===== config.mk =====
export PLATFORM = sky130hd
export DESIGN_NAME = raster_counter
export DESIGN_NICKNAME = d
export VERILOG_FILES = /design/src/hdl/ppu_pkg.sv /design/src/hdl/raster_counter.sv
export SDC_FILE = /design/constraint.sdc
export NUM_CORES = 1
export LEC_CHECK = 0
export BUFFER_PORTS_ARGS = -buffer_cell sky130_fd_sc_hd__buf_2
export CELL_PAD_IN_SITES_DETAIL_PLACEMENT = 1
export CELL_PAD_IN_SITES_GLOBAL_PLACEMENT = 1
export CORE_ASPECT_RATIO = 0.8
export CORE_UTILIZATION = 38
export DETAILED_ROUTE_END_ITERATION = 7
export MAX_ROUTING_LAYER = met4
export PLACE_DENSITY_LB_ADDON = 0.1
export SLEW_MARGIN = 10
export SYNTH_ARGS = -nofsm -noshare
export SYNTH_HDL_FRONTEND = slang
export SYNTH_SLANG_ARGS = --single-unit

===== constraint.sdc =====
create_clock -name clk -period 2.3 [get_ports clk]
set_clock_uncertainty 0.05 [all_clocks]
set_input_delay 0.345 -clock clk [delete_from_list [all_inputs] [get_ports clk]]
set_output_delay 0.345 -clock clk [all_outputs]
set_load 0.005 [all_outputs]

===== src/hdl/ppu_pkg.sv =====
`default_nettype none

package ppu_pkg;

    // --------------------
    // Display geometry
    // --------------------
    localparam int DISP_WIDTH     = 320;   // Visible pixels per line
    localparam int DISP_HEIGHT    = 240;   // Lines per frame

    // --------------------
    // Memory sizes
    // --------------------
    localparam int MAX_OBJECTS    = 16;    // OAM entries
    localparam int SPRITE_SIZE    = 8;     // Sprite edge in pixels
    localparam int TILE_COUNT     = 512;
    localparam int TILE_BYTES     = 32;    // 8x8 at 4 bpp
    localparam int NUM_PALETTES   = 8;
    localparam int PALETTE_COLORS = 16;

    // Address widths derived from the sizes above
    localparam int OAM_AW  = $clog2(MAX_OBJECTS);
    localparam int TILE_AW = $clog2(TILE_COUNT * TILE_BYTES);       // 14 bits
    localparam int PAL_AW  = $clog2(NUM_PALETTES * PALETTE_COLORS); // 7 bits

    // --------------------
    // Field types
    // --------------------
    typedef logic [8:0]  coord_x_t;   // Screen X
    typedef logic [7:0]  coord_y_t;   // Screen Y
    typedef logic [8:0]  tile_idx_t;
    typedef logic [2:0]  pal_idx_t;
    typedef logic [3:0]  pix_idx_t;   // Colour index in a palette
    typedef logic [2:0]  local_t;     // Position inside a sprite
    typedef logic [11:0] color12_t;   // 4:4:4 RGB as stored
    typedef logic [7:0]  channel_t;   // One output channel

    // Write port
    typedef enum logic [1:0] {
        CFG_OAM,
        CFG_TILE,
        CFG_PALETTE
    } cfg_target_t;

    typedef logic [TILE_AW-1:0] cfg_addr_t;  // Widest target is tile memory
    typedef logic [31:0]        cfg_data_t;

endpackage

`default_nettype wire

===== src/hdl/raster_counter.sv =====
`timescale 1ns/100ps
`default_nettype none

module raster_counter (
    input  wire logic              clk,
    input  wire logic              reset,
    output ppu_pkg::coord_x_t      scan_x,
    output ppu_pkg::coord_y_t      scan_y,
    output logic                   scan_valid
);
    import ppu_pkg::*;

    // Position only moves once valid is up, so (0,0) is presented first
    always_ff @(posedge clk) begin
        if (reset) begin
            scan_x     <= '0;
            scan_y     <= '0;
            scan_valid <= 1'b0;
        end else begin
            scan_valid <= 1'b1;
            if (scan_valid) begin
                if (scan_x == coord_x_t'(DISP_WIDTH - 1)) begin
                    scan_x <= '0;                         // End of line
                    if (scan_y == coord_y_t'(DISP_HEIGHT - 1)) begin
                        scan_y <= '0;                     // End of frame
                    end else begin
                        scan_y <= scan_y + 1'b1;
                    end
                end else begin
                    scan_x <= scan_x + 1'b1;
                end
            end
        end
    end

    // Column stays inside the visible line
    a_x_range: assert property (@(posedge clk) disable iff (reset)
        scan_x < DISP_WIDTH)
        else $error("scan_x left the visible line");

endmodule

`default_nettype wire


==> results_dict.tcl <==
set metrics [dict create \
    final.setup.worst_slack_ns 0.5039 \
    setup_viol 0 \
    pwr-share-clk_pct 36.9 \
    rr_worst_depth 5 \
    viasPerCell 5.669 \
    grt_max_degree 19 \
    start_kind "flip-flop" \
    final_area_sq_um 1035 \
    hold_class "in2reg" \
    fin_tns_setup_ns 0 \
    cts_tree "yes" \
    hold_viol 0 \
    timing.critical_path.arrival_ns 1.98 \
    n_fill_cell 265 \
    nets 125 \
    seq_power_share_pct 59.7 \
    routedWlPerCell_um 14.32 \
    mostFrequentLayoutCells "buf_2 (19), dfxtp_1 (18), nand2_1 (7), nor2_1 (7)" \
    ant_nets 0 \
    timing.fmax_mhz 556.8 \
    r2r_end "scan_y[4]$_SDFFE_PP0P_" \
    wl_um 2076 \
    clock_path_buffers 2 \
    yosysWarningCount 0 \
    dpl_cell_area_sq_um 998.5 \
    grt_usage_pct 18.33 \
    drive_gt1_share_pct 25.00 \
    syn_area_sq_um 892.1 \
    hold_ws_ns 0.3638 \
    fin_util_pct 47.53 \
    gp_congestion 0.7741 \
    cp.required_ns 2.49 \
    grt_pass1_vias 758 \
    clock_latency_ns 0.30 \
    area_growth_pct 15.99 \
    fin_cells 145 \
    cp_max_fo 7 \
    rr_startpoint "scan_x[0]$_SDFFE_PP0P_" \
    syn_area_per_cell_sq_um 8.833 \
    fp.dieArea_sq_um 2546 \
    layout_min_cycle_time_ns 1.796 \
    dp_slack_ns 0.5268 \
    vias 822 \
    p_switching_uw 117.6 \
    ir_drop_mv 0.3985 \
    critPathKind "reg2reg" \
    cts-root-buf "clkbuf_4" \
    drc_errors 0 \
    die_y_um 45.34 \
    comb_power_share_pct 3.4 \
    cts_made_buffers 3 \
    worst_pin_slew_ns 0.3589 \
    port_buffers 19 \
    synth_cells 101 \
    drv_cap 0 \
    fin_total_pwr_uw 536.5 \
    antenna_cells 0 \
    drv_slew 0 \
    post-place-cells 141 \
    ys_seq_area_share_pct 40.39 \
    hold_path_end "scan_y[2]$_SDFFE_PP0P_" \
    cts_sinks 18 \
    hpwl_um 1542 \
    row_count 15 \
    synth_ff_type "dfxtp_1" \
    cts_hold_buffers 0 \
    htreeDepth 1 \
    yosys_register_bits 18 \
    firstDrtPassIters 4 \
    intPower_uw 418.9 \
    rsz0062_at_grt "false" \
    synth_edf_count 0 \
    hold_depth 2 \
    slew-limit-headroom_pct 75.94 \
    core_sq_um 2177 \
    async_flop_share_pct 0 \
    post-cts-setup-buffer-count 0 \
    start_util_pct 40.98 \
    critPathCaptureType "flip-flop" \
    swShare_pct 21.92 \
    min_from "reset" \
    finalCritPeriodShare_pct 78.09 \
    cellPowerDensity_nw_per_um2 518.5 \
    clk_pin_slew_ns 0.11 \
    antenna_found_initial 0 \
    io-pin-count 20 \
    synthesis.nets 105 \
    ctsResizeCount 0 \
    drt_iter0_drc 18 \
    final_common_cell "buf_2" \
    yosys.cell_types.count 35 \
    reg2reg_slack_ns 0.50 \
    grt_pass1_wl_um 3415 \
    power_leakage_nw 0.4155 \
    die_width_um 56.17 \
    grt_overflow 0 \
    outcome "completed" \
]
==> worst max-delay path by stage <==
stage,startpoint,endpoint
2_1_floorplan,scan_x[0]$_SDFFE_PP0P_,scan_y[5]$_SDFFE_PP0P_
4_1_cts,scan_x[0]$_SDFFE_PP0P_,scan_y[4]$_SDFFE_PP0P_
6_report,scan_x[0]$_SDFFE_PP0P_,scan_y[4]$_SDFFE_PP0P_
3_3_place_gp,scan_y[0]$_SDFFE_PP0P_,scan_y[7]$_SDFFE_PP0P_
5_1_grt,scan_y[0]$_SDFFE_PP0P_,scan_y[3]$_SDFFE_PP0P_
3_5_place_dp,scan_x[0]$_SDFFE_PP0P_,scan_y[4]$_SDFFE_PP0P_
==> flip-flops by register name, indices dropped and copies added (netlist names) <==
signal and flops:
scan_x 9, scan_valid 1, scan_y 8
==> Yosys cell counts, types with 2 or more instances <==
| library cell | count | share of area [%] |
|---|---|---|
| a21oi_1 | 6 | 3.4 |
| a32o_1 | 3 | 3.4 |
| dfxtp_1 | 18 | 40 |
| nand2_1 | 7 | 2.9 |
| xor2_1 | 4 | 3.9 |
| nor3_1 | 6 | 3.4 |
| nand2b_1 | 2 | 1.4 |
| inv_1 | 2 | 0.84 |
| xnor2_1 | 3 | 2.9 |
| o21ai_0 | 5 | 2.8 |
| nand4_1 | 4 | 2.8 |
| nand3_1 | 6 | 3.4 |
| nor4_1 | 3 | 2.1 |
| and3_1 | 4 | 2.8 |
| nor2_1 | 7 | 2.9 |
| ha_1 | 2 | 2.8 |
==> worst max-delay path: stages, from the launching register on <==
cell     delay [ns]
dfxtp_1        0.39
ha_1           0.23
and4_4         0.28
nand3_4        0.11
or4b_1         0.51
a21oi_1        0.15
==> power groups by stage <==
stage | Sequential (mW) | Clock (mW) | Combinational (mW)
final | 0.321 | 0.198 | 0.0182
after global routing | 0.321 | 0.219 | 0.0199
after CTS | 0.320 | 0.207 | 0.0186
after detailed placement | 0.328 | 0 | 0.0185
after global placement | 0.327 | 0 | 0.0179
after floorplan | 0.326 | 0 | 0.0134
==> kinds of logic (layout without fill, tap and decap cells) <==
group | Yosys count | in the layout | share of synthesized area [%]
buffers and inverters | 6 | 25 | 3.085
adder cells (fa/ha/maj) | 2 | 2 | 2.805
XOR/XNOR | 7 | 7 | 6.873
AO/OA/AOI/OAI | 17 | 17 | 11.92
AND/OR/NAND/NOR | 51 | 51 | 34.93
flip-flops | 18 | 18 | 40.39
==> layer usage <==
layer  part of all wire, %  track usage (%)
met3                   4.2            6.017
met5                     0                -
met2                    41            28.10
met4                  0.63            4.390
met1                    54            23.68
==> cell type report <==
type	count	area, sq um	area share (%)
repair buffers	19	95.09	9.190
clock buffers	4	36.28	3.507
inverters	2	7.507	0.7255
well taps	25	31.28	3.023
multi-input cells	77	504.2	48.73
flip-flops and latches	18	360.3	34.82
(Power assumes the default switching activity.)
