File: src/hdl/ppu_pkg.sv
`default_nettype none

package ppu_pkg;

    // --------------------
    // Display geometry
    // --------------------
    localparam int DISP_WIDTH     = 320;   // Visible pixels per line
    localparam int DISP_HEIGHT    = 240;   // Lines per frame

    // --------------------
    // Memory sizes
    // --------------------
    localparam int MAX_OBJECTS    = 16;    // OAM entries
    localparam int SPRITE_SIZE    = 8;     // Sprite edge in pixels
    localparam int TILE_COUNT     = 512;
    localparam int TILE_BYTES     = 32;    // 8x8 at 4 bpp
    localparam int NUM_PALETTES   = 8;
    localparam int PALETTE_COLORS = 16;

    // Address widths derived from the sizes above
    localparam int OAM_AW  = $clog2(MAX_OBJECTS);
    localparam int TILE_AW = $clog2(TILE_COUNT * TILE_BYTES);       // 14 bits
    localparam int PAL_AW  = $clog2(NUM_PALETTES * PALETTE_COLORS); // 7 bits

    // --------------------
    // Field types
    // --------------------
    typedef logic [8:0]  coord_x_t;   // Screen X
    typedef logic [7:0]  coord_y_t;   // Screen Y
    typedef logic [8:0]  tile_idx_t;
    typedef logic [2:0]  pal_idx_t;
    typedef logic [3:0]  pix_idx_t;   // Colour index in a palette
    typedef logic [2:0]  local_t;     // Position inside a sprite
    typedef logic [11:0] color12_t;   // 4:4:4 RGB as stored
    typedef logic [7:0]  channel_t;   // One output channel

    // Write port
    typedef enum logic [1:0] {
        CFG_OAM,
        CFG_TILE,
        CFG_PALETTE
    } cfg_target_t;

    typedef logic [TILE_AW-1:0] cfg_addr_t;  // Widest target is tile memory
    typedef logic [31:0]        cfg_data_t;

endpackage

`default_nettype wire
File: src/hdl/palette_lut.sv
`timescale 1ns/100ps
`default_nettype none

module palette_lut (
    input  wire logic                 clk,
    input  wire logic                 reset,
    // Write port
    input  wire logic                 cfg_write,
    input  ppu_pkg::cfg_target_t      cfg_target,
    input  ppu_pkg::cfg_addr_t        cfg_addr,
    input  ppu_pkg::cfg_data_t        cfg_data,
    // From tile_store
    input  wire logic                 t_hit,
    input  ppu_pkg::pal_idx_t         t_pal,
    input  ppu_pkg::pix_idx_t         t_pix,
    input  ppu_pkg::coord_x_t         t_x,
    input  ppu_pkg::coord_y_t         t_y,
    input  wire logic                 t_valid,
    // Pixel out
    output ppu_pkg::channel_t         pixel_r,
    output ppu_pkg::channel_t         pixel_g,
    output ppu_pkg::channel_t         pixel_b,
    output ppu_pkg::coord_x_t         pixel_x,
    output ppu_pkg::coord_y_t         pixel_y,
    output logic                      pixel_valid
);
    import ppu_pkg::*;

    color12_t   pal_mem [NUM_PALETTES * PALETTE_COLORS];  // palette*16 + index
    color12_t   color;

    // --------------------
    // Palette write
    // --------------------
    always_ff @(posedge clk) begin
        if (reset) begin
            for (int i = 0; i < NUM_PALETTES * PALETTE_COLORS; i++) begin
                pal_mem[i] <= '0;
            end
        end else if (cfg_write && cfg_target == CFG_PALETTE) begin
            pal_mem[cfg_addr[PAL_AW-1:0]] <= cfg_data[11:0];
        end
    end

    assign color = pal_mem[{t_pal, t_pix}];   // Index 0 is a real colour

    // --------------------
    // Output register
    // --------------------
    always_ff @(posedge clk) begin
        if (reset) begin
            pixel_r     <= '0;
            pixel_g     <= '0;
            pixel_b     <= '0;
            pixel_valid <= 1'b0;
        end else begin
            pixel_r     <= t_hit ? {color[11:8], 4'h0} : '0;   // No sprite, black
            pixel_g     <= t_hit ? {color[7:4], 4'h0}  : '0;
            pixel_b     <= t_hit ? {color[3:0], 4'h0}  : '0;
            pixel_valid <= t_valid;
        end
    end

    always_ff @(posedge clk) begin
        pixel_x <= t_x;
        pixel_y <= t_y;
    end

    a_pal_addr: assert property (@(posedge clk) disable iff (reset)
        (cfg_write && cfg_target == CFG_PALETTE)
            |-> (cfg_addr < NUM_PALETTES * PALETTE_COLORS))
        else $error("Palette write beyond last colour");

endmodule

`default_nettype wire

File: config.mk
export PLATFORM = sky130hd
export DESIGN_NAME = palette_lut
export DESIGN_NICKNAME = d
export VERILOG_FILES = /design/src/hdl/ppu_pkg.sv /design/src/hdl/palette_lut.sv
export SDC_FILE = /design/constraint.sdc
export NUM_CORES = 2
export LEC_CHECK = 0
export BUFFER_PORTS_ARGS = -buffer_cell sky130_fd_sc_hd__buf_2
export CAP_MARGIN = 20
export CORE_MARGIN = 2
export CORE_UTILIZATION = 45
export DETAILED_ROUTE_END_ITERATION = 8
export GPL_TIMING_DRIVEN = 1
export PLACE_DENSITY = 0.69
export SYNTH_ARGS = -nofsm -noshare
export SYNTH_HDL_FRONTEND = slang
export SYNTH_SLANG_ARGS = --single-unit
File: constraint.sdc
create_clock -name clk -period 2.3 [get_ports clk]
set_input_delay 0.23 -clock clk [delete_from_list [all_inputs] [get_ports clk]]
set_output_delay 0.23 -clock clk [all_outputs]
set_load 0.03 [all_outputs]
==> impl_results.md <==
- Synth Area per Inst: 14.08 um2
- CTS Sinks: 1566
- Post-route cell area: 85430 um2
- Die Span Y: around 400 um
- Cell area after synthesis: just over 70000 um2
- # Max-Cap Violations: 0
- Yosys synthesis warning count: 0
- Ports: approximately 120
- Remaining antenna violation count: 0
- Clk slew on worst S/H paths: around 60 ps
- Worst EP arrival: slightly below 3000 ps
- Max FO, Critical Path: 1
- First-pass GRT wire length: 288700 um
- Filler cell count in the final layout: 12622
- Largest net degree at the start of global routing: 73
- TritonCTS clock tree: done
- Setup ws final: roughly 45 ps
- Layout cell share with drive strength beyond 1: 22.10%
- Final Hold Viols: 0
- Die X-Extent: approximately 400 um
- Min cycle time layout: about 2300 ps
- Finish-stage setup viols: 0
- Startpoint type of the worst setup path: register
- Pre-CTS WS: -643.6 ps
- P per Cell Area: roughly 750 nW/um2
- Final Max Slew Viols: 0
- Worst EP required: ~3000 ps
- Clock Tree Buf Depth: 3
- Ys async rst share: 0%
- Final worst-path cycle share: ~98%
- Fin Clk Skew: approximately 30 ps
- Final Core Density: a little over half
- Die area: about 160000 um2
- I/O Buffers: 79
- Sequential fraction of the synthesis area: roughly 65%
- Synth Instances: just over 5000
- ANT cells: 0
- Initial DRC count: approximately 5300
- Worst min path class: input port to register
- RSZ-0062 raised after global routing: no
- Core box area: about 160000 um2
- Top FF cell, synth: edfxtp_1
- Number of setup buffers added after CTS: 0
- Status: completed
- Pleak: around 32 nW
- Critical path class: register to register
- Post-DR wirelength/cell: about 25 um
- Post-route DRC violation count: 0
- Inserted Clock Buffers: about 160
- Peak Freq: 443.4 MHz
- Clock root buffer: clkbuf_16
- Total Wirelength: just under 200000 um
- Via density: about 5.6
- Final GP Congestion: between 0.9 and 1
- Post-synth EDFFs: 1536
- Worst Setup End Kind: register
- Initial core utilization: between 40% and 50%
- Pre-Repair DR Iteration Count: 5
- Vias: about 44000
- Max IR drop VDD: about 0.74 mV
- Total Routing Usage GR: about a quarter
- Post-synth cell types: 41
- Slew headroom: 34.22%
- Nets: between 5000 and 6000
- Std-Cell Rows: approximately 150
- GR Overflow Total: 0
- Initial antenna violation count: 8
- DP Area: 80050 um2
- Level count of the clock H-tree: 4
- #FFs+latches synth: 1566
- DP HPWL: ~130000 um
- Clk_lat worst skew: between 800 and 900 ps
- Vias in the first global route: 43456
- Layout area overhead: 18.90%
- TNS Setup: 0 ps
- Worst-margin pin slew: just under 1000 ps
## cell type report
type	count	area [um2]	share of cell area (%)
Sequential cell	1566	46720	54.69
Multi-Input combinational cell	3051	23180	27.13
Timing Repair Buffer	735	7805	9.136
Clock buffer	215	4374	5.120
Tap cell	2072	2592	3.035
Clock inverter	79	753.2	0.8817
Inverter	1	3.754	0.004394
## registers in the layout, summed over array words and instances, names as in the netlist
name and flops:
pixel_b 4, pixel_g 4, pixel_x 9, pixel_y 8, pixel_valid 1, pixel_r 4, pal_mem 1536
## Yosys cell counts (3+ instances only)
library cell / n / area share (%)
a211oi_1: 3 / 0.031
a21oi_1: 36 / 0.25
a22oi_1: 257 / 2.7
and2_1: 1541 / 13
buf_1: 6 / 0.031
buf_2: 102 / 0.71
buf_4: 18 / 0.19
clkbuf_1: 361 / 1.9
clkbuf_2: 7 / 0.049
dfxtp_1: 30 / 0.84
edfxtp_1: 1536 / 64
mux2_2: 6 / 0.094
mux2i_1: 469 / 6.5
mux4_2: 162 / 5.1
nand2_1: 68 / 0.36
nand3_1: 102 / 0.71
nand4_1: 12 / 0.10
nor2_1: 159 / 0.83
nor2b_1: 23 / 0.20
nor3_1: 4 / 0.028
nor4_1: 12 / 0.10
o211ai_1: 14 / 0.15
o21ai_0: 21 / 0.15
or2_2: 130 / 1.1
## critical path, cell delays in order, from the launching register on
cell,delay [ps]
edfxtp_1,410
mux4_2,490
mux2_2,300
a22oi_2,270
buf_4,180
nand3_1,120
nor4_2,300
nand2_1,90
## path summary, 6_finish.rpt
kind,startpoint,endpoint,slack [ps],depth (start not counted)
max,pal_mem[98][11],pixel_r[7],40,7
min,t_y[6],pixel_y[6],50,2
max reg2reg,pal_mem[98][11],pixel_r[7],40,7
min reg2reg,pal_mem[58][2],pixel_b[6],930,5
## kinds of logic after synthesis
group | synth area share, %
AO/OA/AOI/OAI | 3.343
flip-flops | 65.03
buffers and inverters | 2.901
other | 0.005219
multiplexers | 11.71
AND/OR/NAND/NOR | 17.02
## metal layers
metal | track usage, % | up-vias | routed length [um]
met5 | 0 | - | 62
met4 | 8.975 | 10 | 7027
met3 | 4.617 | 325 | 16620
met2 | 38.33 | 1845 | 93260
met1 | 32.90 | 22209 | 79430
li1 | - | 19220 | -
## repair_timing
action / CTS / global route
pin swaps: 0 / 0
hold buffers: 22 / 0
endpoints found under the hold margin: 35 / 0
resized for setup: 3 / 3
endpoints found under the setup margin: 3 / 3
## through the flow
stage,instances,hold WS (ps),power (W)
4_1_cts,7719,2.297,0.06433
5_1_grt,7719,36.88,0.06579
2_1_floorplan,5114,257.7,0.03623
6_report,7719,52.85,0.06409
3_3_place_gp,7403,331.7,0.03886
3_5_place_dp,7403,334.1,0.03900
## layout by cell type (no fill, tap or decap), types with 14 or more instances in the layout
cell and count:
or2_2 130, buf_4 457, clkinv_2 21, clkinv_1 32
a22oi_1 255, nor2b_1 19, edfxtp_1 1536, and2_1 1540
mux4_2 162, mux2i_1 469, clkbuf_1 42, dlygate4sd3_1 22
buf_12 190, o21ai_0 21, a21oi_1 36, o211ai_1 14
nor2_1 157, buf_2 64, nand3_1 102, dfxtp_1 30
clkbuf_16 163, nand2_1 68
## power by group
group / switching, W / internal (W)
logic: 0.00310 / 0.00225
registers: 0.000454 / 0.0327
clock network: 0.0112 / 0.0145
Power figures use the tool's default switching activity.
