`src/hdl/ppu_pkg.sv`:
```
`default_nettype none

package ppu_pkg;

    // --------------------
    // Display geometry
    // --------------------
    localparam int DISP_WIDTH     = 320;   // Visible pixels per line
    localparam int DISP_HEIGHT    = 240;   // Lines per frame

    // --------------------
    // Memory sizes
    // --------------------
    localparam int MAX_OBJECTS    = 16;    // OAM entries
    localparam int SPRITE_SIZE    = 8;     // Sprite edge in pixels
    localparam int TILE_COUNT     = 512;
    localparam int TILE_BYTES     = 32;    // 8x8 at 4 bpp
    localparam int NUM_PALETTES   = 8;
    localparam int PALETTE_COLORS = 16;

    // Address widths derived from the sizes above
    localparam int OAM_AW  = $clog2(MAX_OBJECTS);
    localparam int TILE_AW = $clog2(TILE_COUNT * TILE_BYTES);       // 14 bits
    localparam int PAL_AW  = $clog2(NUM_PALETTES * PALETTE_COLORS); // 7 bits

    // --------------------
    // Field types
    // --------------------
    typedef logic [8:0]  coord_x_t;   // Screen X
    typedef logic [7:0]  coord_y_t;   // Screen Y
    typedef logic [8:0]  tile_idx_t;
    typedef logic [2:0]  pal_idx_t;
    typedef logic [3:0]  pix_idx_t;   // Colour index in a palette
    typedef logic [2:0]  local_t;     // Position inside a sprite
    typedef logic [11:0] color12_t;   // 4:4:4 RGB as stored
    typedef logic [7:0]  channel_t;   // One output channel

    // Write port
    typedef enum logic [1:0] {
        CFG_OAM,
        CFG_TILE,
        CFG_PALETTE
    } cfg_target_t;

    typedef logic [TILE_AW-1:0] cfg_addr_t;  // Widest target is tile memory
    typedef logic [31:0]        cfg_data_t;

endpackage

`default_nettype wire
```
`src/hdl/sprite_matcher.sv`:
```
`timescale 1ns/100ps
`default_nettype none

module sprite_matcher (
    input  wire logic                 clk,
    input  wire logic                 reset,
    // Write port
    input  wire logic                 cfg_write,
    input  ppu_pkg::cfg_target_t      cfg_target,
    input  ppu_pkg::cfg_addr_t        cfg_addr,
    input  ppu_pkg::cfg_data_t        cfg_data,
    // Scan position
    input  ppu_pkg::coord_x_t         scan_x,
    input  ppu_pkg::coord_y_t         scan_y,
    input  wire logic                 scan_valid,
    // Winning sprite, one cycle later
    output logic                      m_hit,
    output ppu_pkg::tile_idx_t        m_tile,
    output ppu_pkg::pal_idx_t         m_pal,
    output ppu_pkg::local_t           m_local_x,
    output ppu_pkg::local_t           m_local_y,
    output ppu_pkg::coord_x_t         m_x,
    output ppu_pkg::coord_y_t         m_y,
    output logic                      m_valid
);
    import ppu_pkg::*;

    // OAM record, bit 31 down to bit 0
    typedef struct packed {
        logic      en;     // Bit 31
        logic [1:0] rsvd;  // Flip bits, not used
        pal_idx_t  pal;
        tile_idx_t tile;
        coord_y_t  y;
        coord_x_t  x;
    } oam_entry_t;

    oam_entry_t               oam [MAX_OBJECTS];
    logic [MAX_OBJECTS-1:0]   hit_vec;    // One bit per entry
    logic [OAM_AW-1:0]        win_idx;
    oam_entry_t               win;

    // --------------------
    // OAM write
    // --------------------
    always_ff @(posedge clk) begin
        if (reset) begin
            for (int i = 0; i < MAX_OBJECTS; i++) begin
                oam[i] <= '0;              // All disabled
            end
        end else if (cfg_write && cfg_target == CFG_OAM) begin
            oam[cfg_addr[OAM_AW-1:0]] <= cfg_data;
        end
    end

    // --------------------
    // Box test per entry
    // --------------------
    for (genvar i = 0; i < MAX_OBJECTS; i++) begin : g_obj
        logic [9:0] dx;   // One extra bit so left of box never wraps into it
        logic [8:0] dy;
        assign dx = {1'b0, scan_x} - {1'b0, oam[i].x};
        assign dy = {1'b0, scan_y} - {1'b0, oam[i].y};
        assign hit_vec[i] = oam[i].en && (dx < 10'(SPRITE_SIZE)) && (dy < 9'(SPRITE_SIZE));
    end

    // Highest-numbered hit wins, later iterations override
    always_comb begin
        win_idx = '0;
        for (int i = 0; i < MAX_OBJECTS; i++) begin
            if (hit_vec[i]) begin
                win_idx = OAM_AW'(i);
            end
        end
    end

    assign win = oam[win_idx];

    // --------------------
    // Stage register
    // --------------------
    always_ff @(posedge clk) begin
        if (reset) begin
            m_hit   <= 1'b0;
            m_valid <= 1'b0;
        end else begin
            m_hit   <= scan_valid && (hit_vec != '0);
            m_valid <= scan_valid;
        end
    end

    always_ff @(posedge clk) begin
        m_tile    <= win.tile;
        m_pal     <= win.pal;
        m_local_x <= local_t'(scan_x - win.x);   // Low bits of the offset
        m_local_y <= local_t'(scan_y - win.y);
        m_x       <= scan_x;
        m_y       <= scan_y;
    end

    a_oam_addr: assert property (@(posedge clk) disable iff (reset)
        (cfg_write && cfg_target == CFG_OAM) |-> (cfg_addr < MAX_OBJECTS))
        else $error("OAM write beyond last entry");

endmodule

`default_nettype wire

```
`config.mk`:
```
export PLATFORM = sky130hd
export DESIGN_NAME = sprite_matcher
export DESIGN_NICKNAME = d
export VERILOG_FILES = /design/src/hdl/ppu_pkg.sv /design/src/hdl/sprite_matcher.sv
export SDC_FILE = /design/constraint.sdc
export NUM_CORES = 1
export LEC_CHECK = 0
export ABC_AREA = 0
export BUFFER_PORTS_ARGS = -buffer_cell sky130_fd_sc_hd__clkbuf_2
export CAP_MARGIN = 10
export CORE_ASPECT_RATIO = 2
export CORE_MARGIN = 5
export CORE_UTILIZATION = 54
export CTS_CLUSTER_SIZE = 20
export DETAILED_ROUTE_END_ITERATION = 7
export GPL_TIMING_DRIVEN = 1
export HOLD_SLACK_MARGIN = 0.08
export PLACE_DENSITY = 0.71
export SKIP_LAST_GASP = 1
export SYNTH_ARGS = -nofsm -noshare
export SYNTH_HDL_FRONTEND = slang
export SYNTH_SLANG_ARGS = --single-unit
```
`constraint.sdc`:
```
create_clock -name clk -period 17.5 [get_ports clk]
set_input_delay 3.5 -clock clk [delete_from_list [all_inputs] [get_ports clk]]
set_output_delay 3.5 -clock clk [all_outputs]
set_load 0.05 [all_outputs]
```
==> results.yml, run 1 <==
floorplan:
  design.portCount: 106
  placeableCoreArea_mm2: 0.05725
  initial_utilization_pct: 54.60
  placementRows: 124
  chipHeight_um: 350.3
  die_w_um: 180.1
  fp.dieArea_mm2: 0.06309
min_path:
  instance_count_along_the_most_critical_hold_path: 4
  hp-class: "register to register"
setup_path:
  timing.critical_path.depth: 23
  worst_path_most_repeated_cell: "sky130_fd_sc_hd__buf_4"
  regToRegSetupSlack_ns: 9.90
  path_type_of_the_worst_setup_path: "input pin to register"
  critical-path-max-stage-delay_ns: 0.91
  worstReg2RegStart: "oam[11][11]"
  path_buf_inv: 5
  worst-path-max-fanout: 63
  crit_family: "buffers and inverters"
  r2r_cell_count: 22
  cp_data_arrival_time_ns: 10.98
  cp_cell_sequence: "clkbuf_2 -> buf_4 -> ha_1 -> nand2_1 -> o21ai_0 -> and3_1 -> o221ai_1 -> or4b_1 -> nor4_1 -> o211ai_1 -> a2111oi_4 -> o21a_4 -> buf_4 -> buf_4 -> mux2i_1 -> mux2i_1 -> o21ai_0 -> a21oi_1 -> ha_1 -> inv_1 -> fa_1 -> xor2_1 -> xnor2_1"
  critical_path.startpoint_type: "input pin"
  launching_element_of_the_worst_setup_path: "scan_y[2]"
  critical_path.endpoint: "m_local_x[2]"
  crit_path_end_kind: "register"
  crit_required_ns: 18.00
  crit-reg2reg-capture: "m_local_x[2]"
  crit_slowest_cell: "sky130_fd_sc_hd__nor4_1"
drt:
  wire_per_inst_um: 24.62
  ant_nets: 0
  routed_via_density: 6.001
  residual_drc_count: 0
  route.final.wire_length_um: 91600
  dr_total_vias: 22330
  drtIter0Drc: 1577
  detailedRoute.firstPassIterationCount: 7
cells_and_area:
  final.fill_count: 4670
  final_nets: 3236
  syn_to_final_growth_pct: 8.550
  drive_gt1_share_pct: 9.929
  post-route-util_pct: 59.27
  layout_common_cells: "sky130_fd_sc_hd__and2_1, sky130_fd_sc_hd__edfxtp_1, sky130_fd_sc_hd__inv_1"
  layout.cells.most_common: "sky130_fd_sc_hd__and2_1"
yosys:
  synth_compound_area_share_pct: 9.687
  post_synth_xor_area_fraction_pct: 1.149
  synth-warning-count: 0
  synth_area_per_cell_um2: 10.94
  synth.area.mux_share_pct: 6.717
  yosys.area_share.adder_pct: 9.815
  post_synth_num_cell_types: 97
  netlist_instances: 2858
  synth_enable_flop_cells: 480
  synth_area_mm2: 0.03126
  yosys.area_share.simple_pct: 18.78
  synth_fp_nets: 3171
  postSynth.topFlopCell: "sky130_fd_sc_hd__edfxtp_1"
  ys_ff_latch: 517
  seq_area_frac_synth_pct: 48.48
  synth_top_family_by_area: "simple AND/OR/NAND/NOR gates"
  synthArstFlopShare_pct: 0
placed_design:
  hpwlAfterDp_um: 61090
  routabilityCongestion: 0.9185
  port_buffers: 93
timing:
  worst-slew-pin-transition_ns: 1.253
  final_max_slew_viol_count: 0
  layout_worst_path_cycle_share_pct: 59.92
  timing.final.crit_period_ns: 10.49
  worst_clock_skew_ns: 0.02120
  worst_slew_margin_relative_to_its_limit_pct: 15.29
  fmax_mhz: 95.37
  rsz_0062_raised_after_global_routing: "no"
  report.final.setup_viol: 0
  hold_viol: 0
  timing.setup.tns_ns: 0
clock_network:
  htreeDepth: 2
  tritoncts: "done"
  cts_buffers: 47
  clock_path_buffers: 3
  clk_latency_ns: 0.59
  post_cts_resize_count: 0
  number_of_buffers_inserted_to_repair_setup_after_cts: 0
  clock_root_cell: "sky130_fd_sc_hd__clkbuf_16"
  clkTransAtPathRegs_ns: 0.07
  cts_hold_repair_buffers: 0
  clkSinkCount: 517
power_and_ir_drop:
  seqPwrFrac_pct: 49.2
  worst_ir_drop_vdd_uv: 96.51
  power_internal_mw: 2.128
  p_leak_nw: 13.84
  power.clock.fraction_pct: 35.5
  switching_share_pct: 27.09
  power.switching_mw: 0.7910
  combinationalPowerShare_pct: 15.3
  post-layout-total-power_mw: 2.919
  power_density_mw_per_mm2: 86.04
grt:
  number_of_antenna_violations_at_the_first_check_in_global_routing: 9
  grt_overflow_total: 0
  first_pass_grt_wire_length_um: 135000
  vias_in_the_first_global_route: 23310
  gr-usage-all-layers_pct: 28.40
  grt_start_max_net_pins: 64
status:
  run_status: "complete, no violations"
job:
  maxCapViolCount: 0
flip-flops by register name, indices dropped and copies added (netlist names):
signal     flops
m_hit          1
m_local_x      3
m_local_y      3
m_pal          3
m_tile         9
m_valid        1
m_x            9
m_y            8
oam          480
metal layers:
layer / wire [um] / up-vias / track usage [%]
met5: 0 / - / 0
met4: 8599 / 0 / 20.98
met3: 4949 / 338 / 3.299
met1: 30530 / 10840 / 28.70
li1: - / 10330 / -
met2: 47530 / 825 / 53.33
cell type report:
type	instances	area (um^2)	share of cell area (%)
flip-flops and latches	517	15150	44.66
inverters	290	1089	3.208
well taps	756	945.9	2.788
multi-input cells	1936	14480	42.68
repair buffers	131	750.7	2.212
diodes	4	10.01	0.02950
clock inverters	27	264.0	0.7781
clock buffers	60	1235	3.640
cell usage after synthesis, drive strengths merged (5+ instances only):
master	instances	area, um^2
a2111oi	12	156.4
a211o	12	105.1
a211oi	16	120.1
a21boi	8	60.06
a21o	31	232.7
a21oi	115	575.6
a22o	6	52.55
a22oi	19	142.6
a311oi	10	87.58
a31o	6	52.55
a31oi	30	209.0
and2	490	3065
and3	22	137.6
buf	30	272.8
clkbuf	85	319.1
dfxtp	37	740.7
edfxtp	480	14410
ha	242	3028
inv	290	1089
mux2	22	247.7
mux2i	185	1852
nand2	109	409.1
nand2b	27	176.4
nand3	45	225.2
nand3b	9	67.56
nand4	13	81.33
nor2	80	300.3
nor2b	46	292.8
nor3	36	185.2
nor3b	12	95.09
nor4	18	118.9
nor4b	13	120.1
o211ai	16	120.1
o21a	17	127.6
o21ai	90	457.9
o21bai	5	37.54
o221ai	5	43.79
or2	27	168.9
or3	13	81.33
or3b	5	43.79
or4	12	90.09
or4b	6	60.06
xnor2	19	166.4
xor2	22	192.7
worst reg2reg max path: stages (launching register included):
cell	delay (ns)
sky130_fd_sc_hd__edfxtp_1	0.37
sky130_fd_sc_hd__inv_1	0.05
sky130_fd_sc_hd__ha_1	0.30
sky130_fd_sc_hd__nand2_1	0.06
sky130_fd_sc_hd__o21ai_0	0.49
sky130_fd_sc_hd__and3_1	0.24
sky130_fd_sc_hd__o221ai_1	0.11
sky130_fd_sc_hd__or4b_1	0.47
sky130_fd_sc_hd__nor4_1	0.91
sky130_fd_sc_hd__o211ai_1	0.35
sky130_fd_sc_hd__a2111oi_4	0.36
sky130_fd_sc_hd__o21a_4	0.35
sky130_fd_sc_hd__buf_4	0.80
sky130_fd_sc_hd__buf_4	0.88
sky130_fd_sc_hd__mux2i_1	0.19
sky130_fd_sc_hd__mux2i_1	0.23
sky130_fd_sc_hd__o21ai_0	0.11
sky130_fd_sc_hd__a21oi_1	0.19
sky130_fd_sc_hd__ha_1	0.18
sky130_fd_sc_hd__inv_1	0.05
sky130_fd_sc_hd__fa_1	0.38
sky130_fd_sc_hd__xor2_1	0.18
sky130_fd_sc_hd__xnor2_1	0.23
stage by stage:
stage	worst slack, ns	cell area [um^2]	hold WS (ns)	std cells
3_5_place_dp	6.467	32420	0.6235	3630
5_1_grt	6.677	33920	0.6675	3717
6_report	7.014	33930	0.6540	3721
2_1_floorplan	9.519	31260	0.5606	2858
3_3_place_gp	6.572	32420	0.6224	3630
4_1_cts	7.080	33920	0.6417	3717
cell families after synthesis:
family	count (synthesis)
AND/OR/NAND/NOR	999
flip-flops	517
AO/OA/AOI/OAI	445
buffers and inverters	405
adder cells (fa/ha/maj)	244
multiplexers	207
XOR/XNOR	41
worst min path at each step:
stage / from / endpoint / slack, ns
floorplan: oam[4][26] / m_pal[0] / 0.56
global placement: oam[4][25] / m_tile[8] / 0.62
detailed placement: oam[4][26] / m_pal[0] / 0.62
CTS: oam[4][26] / m_pal[0] / 0.64
global route: oam[4][26] / m_pal[0] / 0.67
finish: oam[4][25] / m_tile[8] / 0.65
power by group through the flow:
| stage | clock, mW | combinational [mW] | sequential [mW] |
|---|---|---|---|
| detailed placement | 0 | 0.440 | 1.46 |
| global route | 1.09 | 0.487 | 1.44 |
| global placement | 0 | 0.419 | 1.46 |
| CTS | 1.05 | 0.443 | 1.44 |
| finish | 1.04 | 0.446 | 1.44 |
| floorplan | 0 | 0.274 | 1.48 |
Note: power is estimated with default switching activity, not from simulation.
==> run 2, diff against run 1 <==
--- a/config.mk
+++ b/config.mk
@@ -15,7 +15,7 @@
 export DETAILED_ROUTE_END_ITERATION = 7
 export GPL_TIMING_DRIVEN = 1
 export HOLD_SLACK_MARGIN = 0.08
-export PLACE_DENSITY = 0.71
+export PLACE_DENSITY = 0.74
 export SKIP_LAST_GASP = 1
 export SYNTH_ARGS = -nofsm -noshare
 export SYNTH_HDL_FRONTEND = slang
==> constraint.sdc (replaced) <==
create_clock -name clk -period 9.5 [get_ports clk]
set_input_delay 1.9 -clock clk [delete_from_list [all_inputs] [get_ports clk]]
set_output_delay 1.9 -clock clk [all_outputs]
set_load 0.05 [all_outputs]
==> results.yml, run 2 (synthesized netlist as in run 1, its figures left out) <==
clock_network:
  clkTransAtPathRegs_ns: 0.07
  clk_latency_ns: 0.60
  tritoncts: "done"
  clock_root_cell: "sky130_fd_sc_hd__clkbuf_16"
  cts_buffers: 47
  cts_hold_repair_buffers: 0
  htreeDepth: 2
  number_of_buffers_inserted_to_repair_setup_after_cts: 0
  clock_path_buffers: 3
  post_cts_resize_count: 0
  clkSinkCount: 517
drt:
  drtIter0Drc: 1721
  routed_via_density: 6.105
  ant_nets: 0
  wire_per_inst_um: 25.20
  residual_drc_count: 0
  detailedRoute.firstPassIterationCount: 7
  dr_total_vias: 22710
  route.final.wire_length_um: 93730
grt:
  grt_start_max_net_pins: 67
  number_of_antenna_violations_at_the_first_check_in_global_routing: 8
  gr-usage-all-layers_pct: 28.99
  vias_in_the_first_global_route: 23690
  first_pass_grt_wire_length_um: 137600
  grt_overflow_total: 0
timing:
  hold_viol: 0
  rsz_0062_raised_after_global_routing: "no"
  fin_worst_hold_slack_ns: 0.6647
  worst_clock_skew_ns: 0.01347
  final_max_slew_viol_count: 0
  worst_slew_margin_relative_to_its_limit_pct: 19.21
  timing.final.crit_period_ns: 7.687
  timing.setup.tns_ns: 0
  report.final.setup_viol: 0
  fmax_mhz: 130.1
  worst_slack_ns: 1.813
  worst-slew-pin-transition_ns: 1.209
  layout_worst_path_cycle_share_pct: 80.92
setup_path:
  cp_cell_sequence: "clkbuf_2 -> ha_1 -> nand2_1 -> o21ai_0 -> a31oi_1 -> mux2i_1 -> a2111oi_0 -> a32oi_1 -> nand3_1 -> a31oi_4 -> buf_4 -> nor3b_2 -> nand2_1 -> o21ai_0 -> nor3_2 -> ha_1 -> inv_1 -> fa_1 -> xor2_1 -> xnor2_1"
  crit_required_ns: 9.98
  crit_slowest_cell: "sky130_fd_sc_hd__o21ai_0"
  worst-path-max-fanout: 17
  critical_path.startpoint_type: "input pin"
  timing.critical_path.depth: 20
  crit_family: "compound AO/OA/AOI/OAI gates"
  worstReg2RegStart: "oam[11][2]"
  path_buf_inv: 3
  path_type_of_the_worst_setup_path: "input pin to register"
  critical-path-max-stage-delay_ns: 0.88
  regToRegSetupSlack_ns: 3.23
  crit-reg2reg-capture: "m_local_y[2]"
  cp_data_arrival_time_ns: 8.17
  crit_path_end_kind: "register"
  r2r_cell_count: 19
cells_and_area:
  layout.cells.most_common: "sky130_fd_sc_hd__and2_1"
  syn_to_final_growth_pct: 8.458
  fin_cells: 3719
  drive_gt1_share_pct: 10.04
  registers.top_by_ff_count: "oam"
  final_nets: 3234
  final.fill_count: 4603
  largestRegisters: "oam (480), m_tile (9), m_x (9)"
  layout_common_cells: "sky130_fd_sc_hd__and2_1, sky130_fd_sc_hd__edfxtp_1, sky130_fd_sc_hd__inv_1"
  largest_reg_flops: 480
min_path:
  instance_count_along_the_most_critical_hold_path: 4
  timing.hold.worst.start: "oam[3][21]"
  hp-class: "register to register"
  hold_path_end: "m_tile[4]"
status:
  run_status: "complete, no violations"
power_and_ir_drop:
  post-layout-total-power_mw: 5.376
  p_leak_nw: 13.83
  power_density_mw_per_mm2: 158.6
  worst_ir_drop_vdd_uv: 178.2
floorplan:
  initial_utilization_pct: 54.60
  design.portCount: 106
  fp.dieArea_mm2: 0.06309
  chipHeight_um: 350.3
  placementRows: 124
  placeableCoreArea_mm2: 0.05725
  die_w_um: 180.1
placed_design:
  post-place-cells: 3628
  routabilityCongestion: 0.9995
  dp_worst_setup_slack_ns: 1.309
  port_buffers: 93
  hpwlAfterDp_um: 62820
job:
  maxCapViolCount: 0
==> run 2: worst register-to-register path, stage by stage, from the launching register on <==
cell	delay, ns
sky130_fd_sc_hd__edfxtp_1	0.43
sky130_fd_sc_hd__inv_1	0.08
sky130_fd_sc_hd__ha_1	0.25
sky130_fd_sc_hd__a21oi_1	0.14
sky130_fd_sc_hd__o21ai_1	0.14
sky130_fd_sc_hd__a2111oi_2	0.43
sky130_fd_sc_hd__o221ai_1	0.15
sky130_fd_sc_hd__or4b_1	0.47
sky130_fd_sc_hd__nor4_1	0.68
sky130_fd_sc_hd__o211ai_1	0.30
sky130_fd_sc_hd__a2111oi_4	0.32
sky130_fd_sc_hd__o21a_4	0.62
sky130_fd_sc_hd__buf_4	0.63
sky130_fd_sc_hd__nand2_1	0.12
sky130_fd_sc_hd__o211ai_1	0.10
sky130_fd_sc_hd__o21ai_1	0.13
sky130_fd_sc_hd__a211o_1	0.37
sky130_fd_sc_hd__fa_1	0.43
sky130_fd_sc_hd__xor2_1	0.19
sky130_fd_sc_hd__xnor2_1	0.17
==> run 2: worst max path at each step <==
| stage | from | to |
|---|---|---|
| 5_1_grt | scan_y[2] | m_local_y[2] |
| 6_report | scan_y[2] | m_local_y[2] |
| 4_1_cts | scan_x[4] | m_local_y[2] |
| 2_1_floorplan | scan_y[2] | m_local_x[2] |
| 3_5_place_dp | scan_x[4] | m_local_y[2] |
| 3_3_place_gp | scan_x[4] | m_local_y[2] |
==> run 2: per-layer routing <==
layer | routed length [um] | GRT usage, % | vias up
met5 | 47 | 0 | -
met4 | 9569 | 25.47 | 6
met3 | 5485 | 3.880 | 399
met2 | 48270 | 53.32 | 953
met1 | 30360 | 28.18 | 11020
li1 | - | - | 10330
==> run 2: final cells by class <==
type,instances,area (um^2),share of cell area (%)
Timing Repair Buffer,129,735.7,2.170
Antenna cell,4,10.01,0.02952
Inverter,290,1089,3.211
Multi-Input combinational cell,1936,14480,42.71
Tap cell,756,945.9,2.790
Clock buffer,62,1272,3.753
Sequential cell,517,15150,44.70
Clock inverter,25,215.2,0.6348
==> run 2: where the power goes <==
part,switching [mW],internal (mW),leakage (nW)
combinational,0.543,0.280,8.23
sequential,0.0436,2.60,4.87
clock,0.895,1.01,0.725
==> run 2: through the flow <==
step                area (um^2)  utilization [%]
finish                    33900            59.22
CTS                       33890            59.20
global route              33890            59.20
detailed placement        32400            56.60
floorplan                 31260                -
global placement          32400            56.60
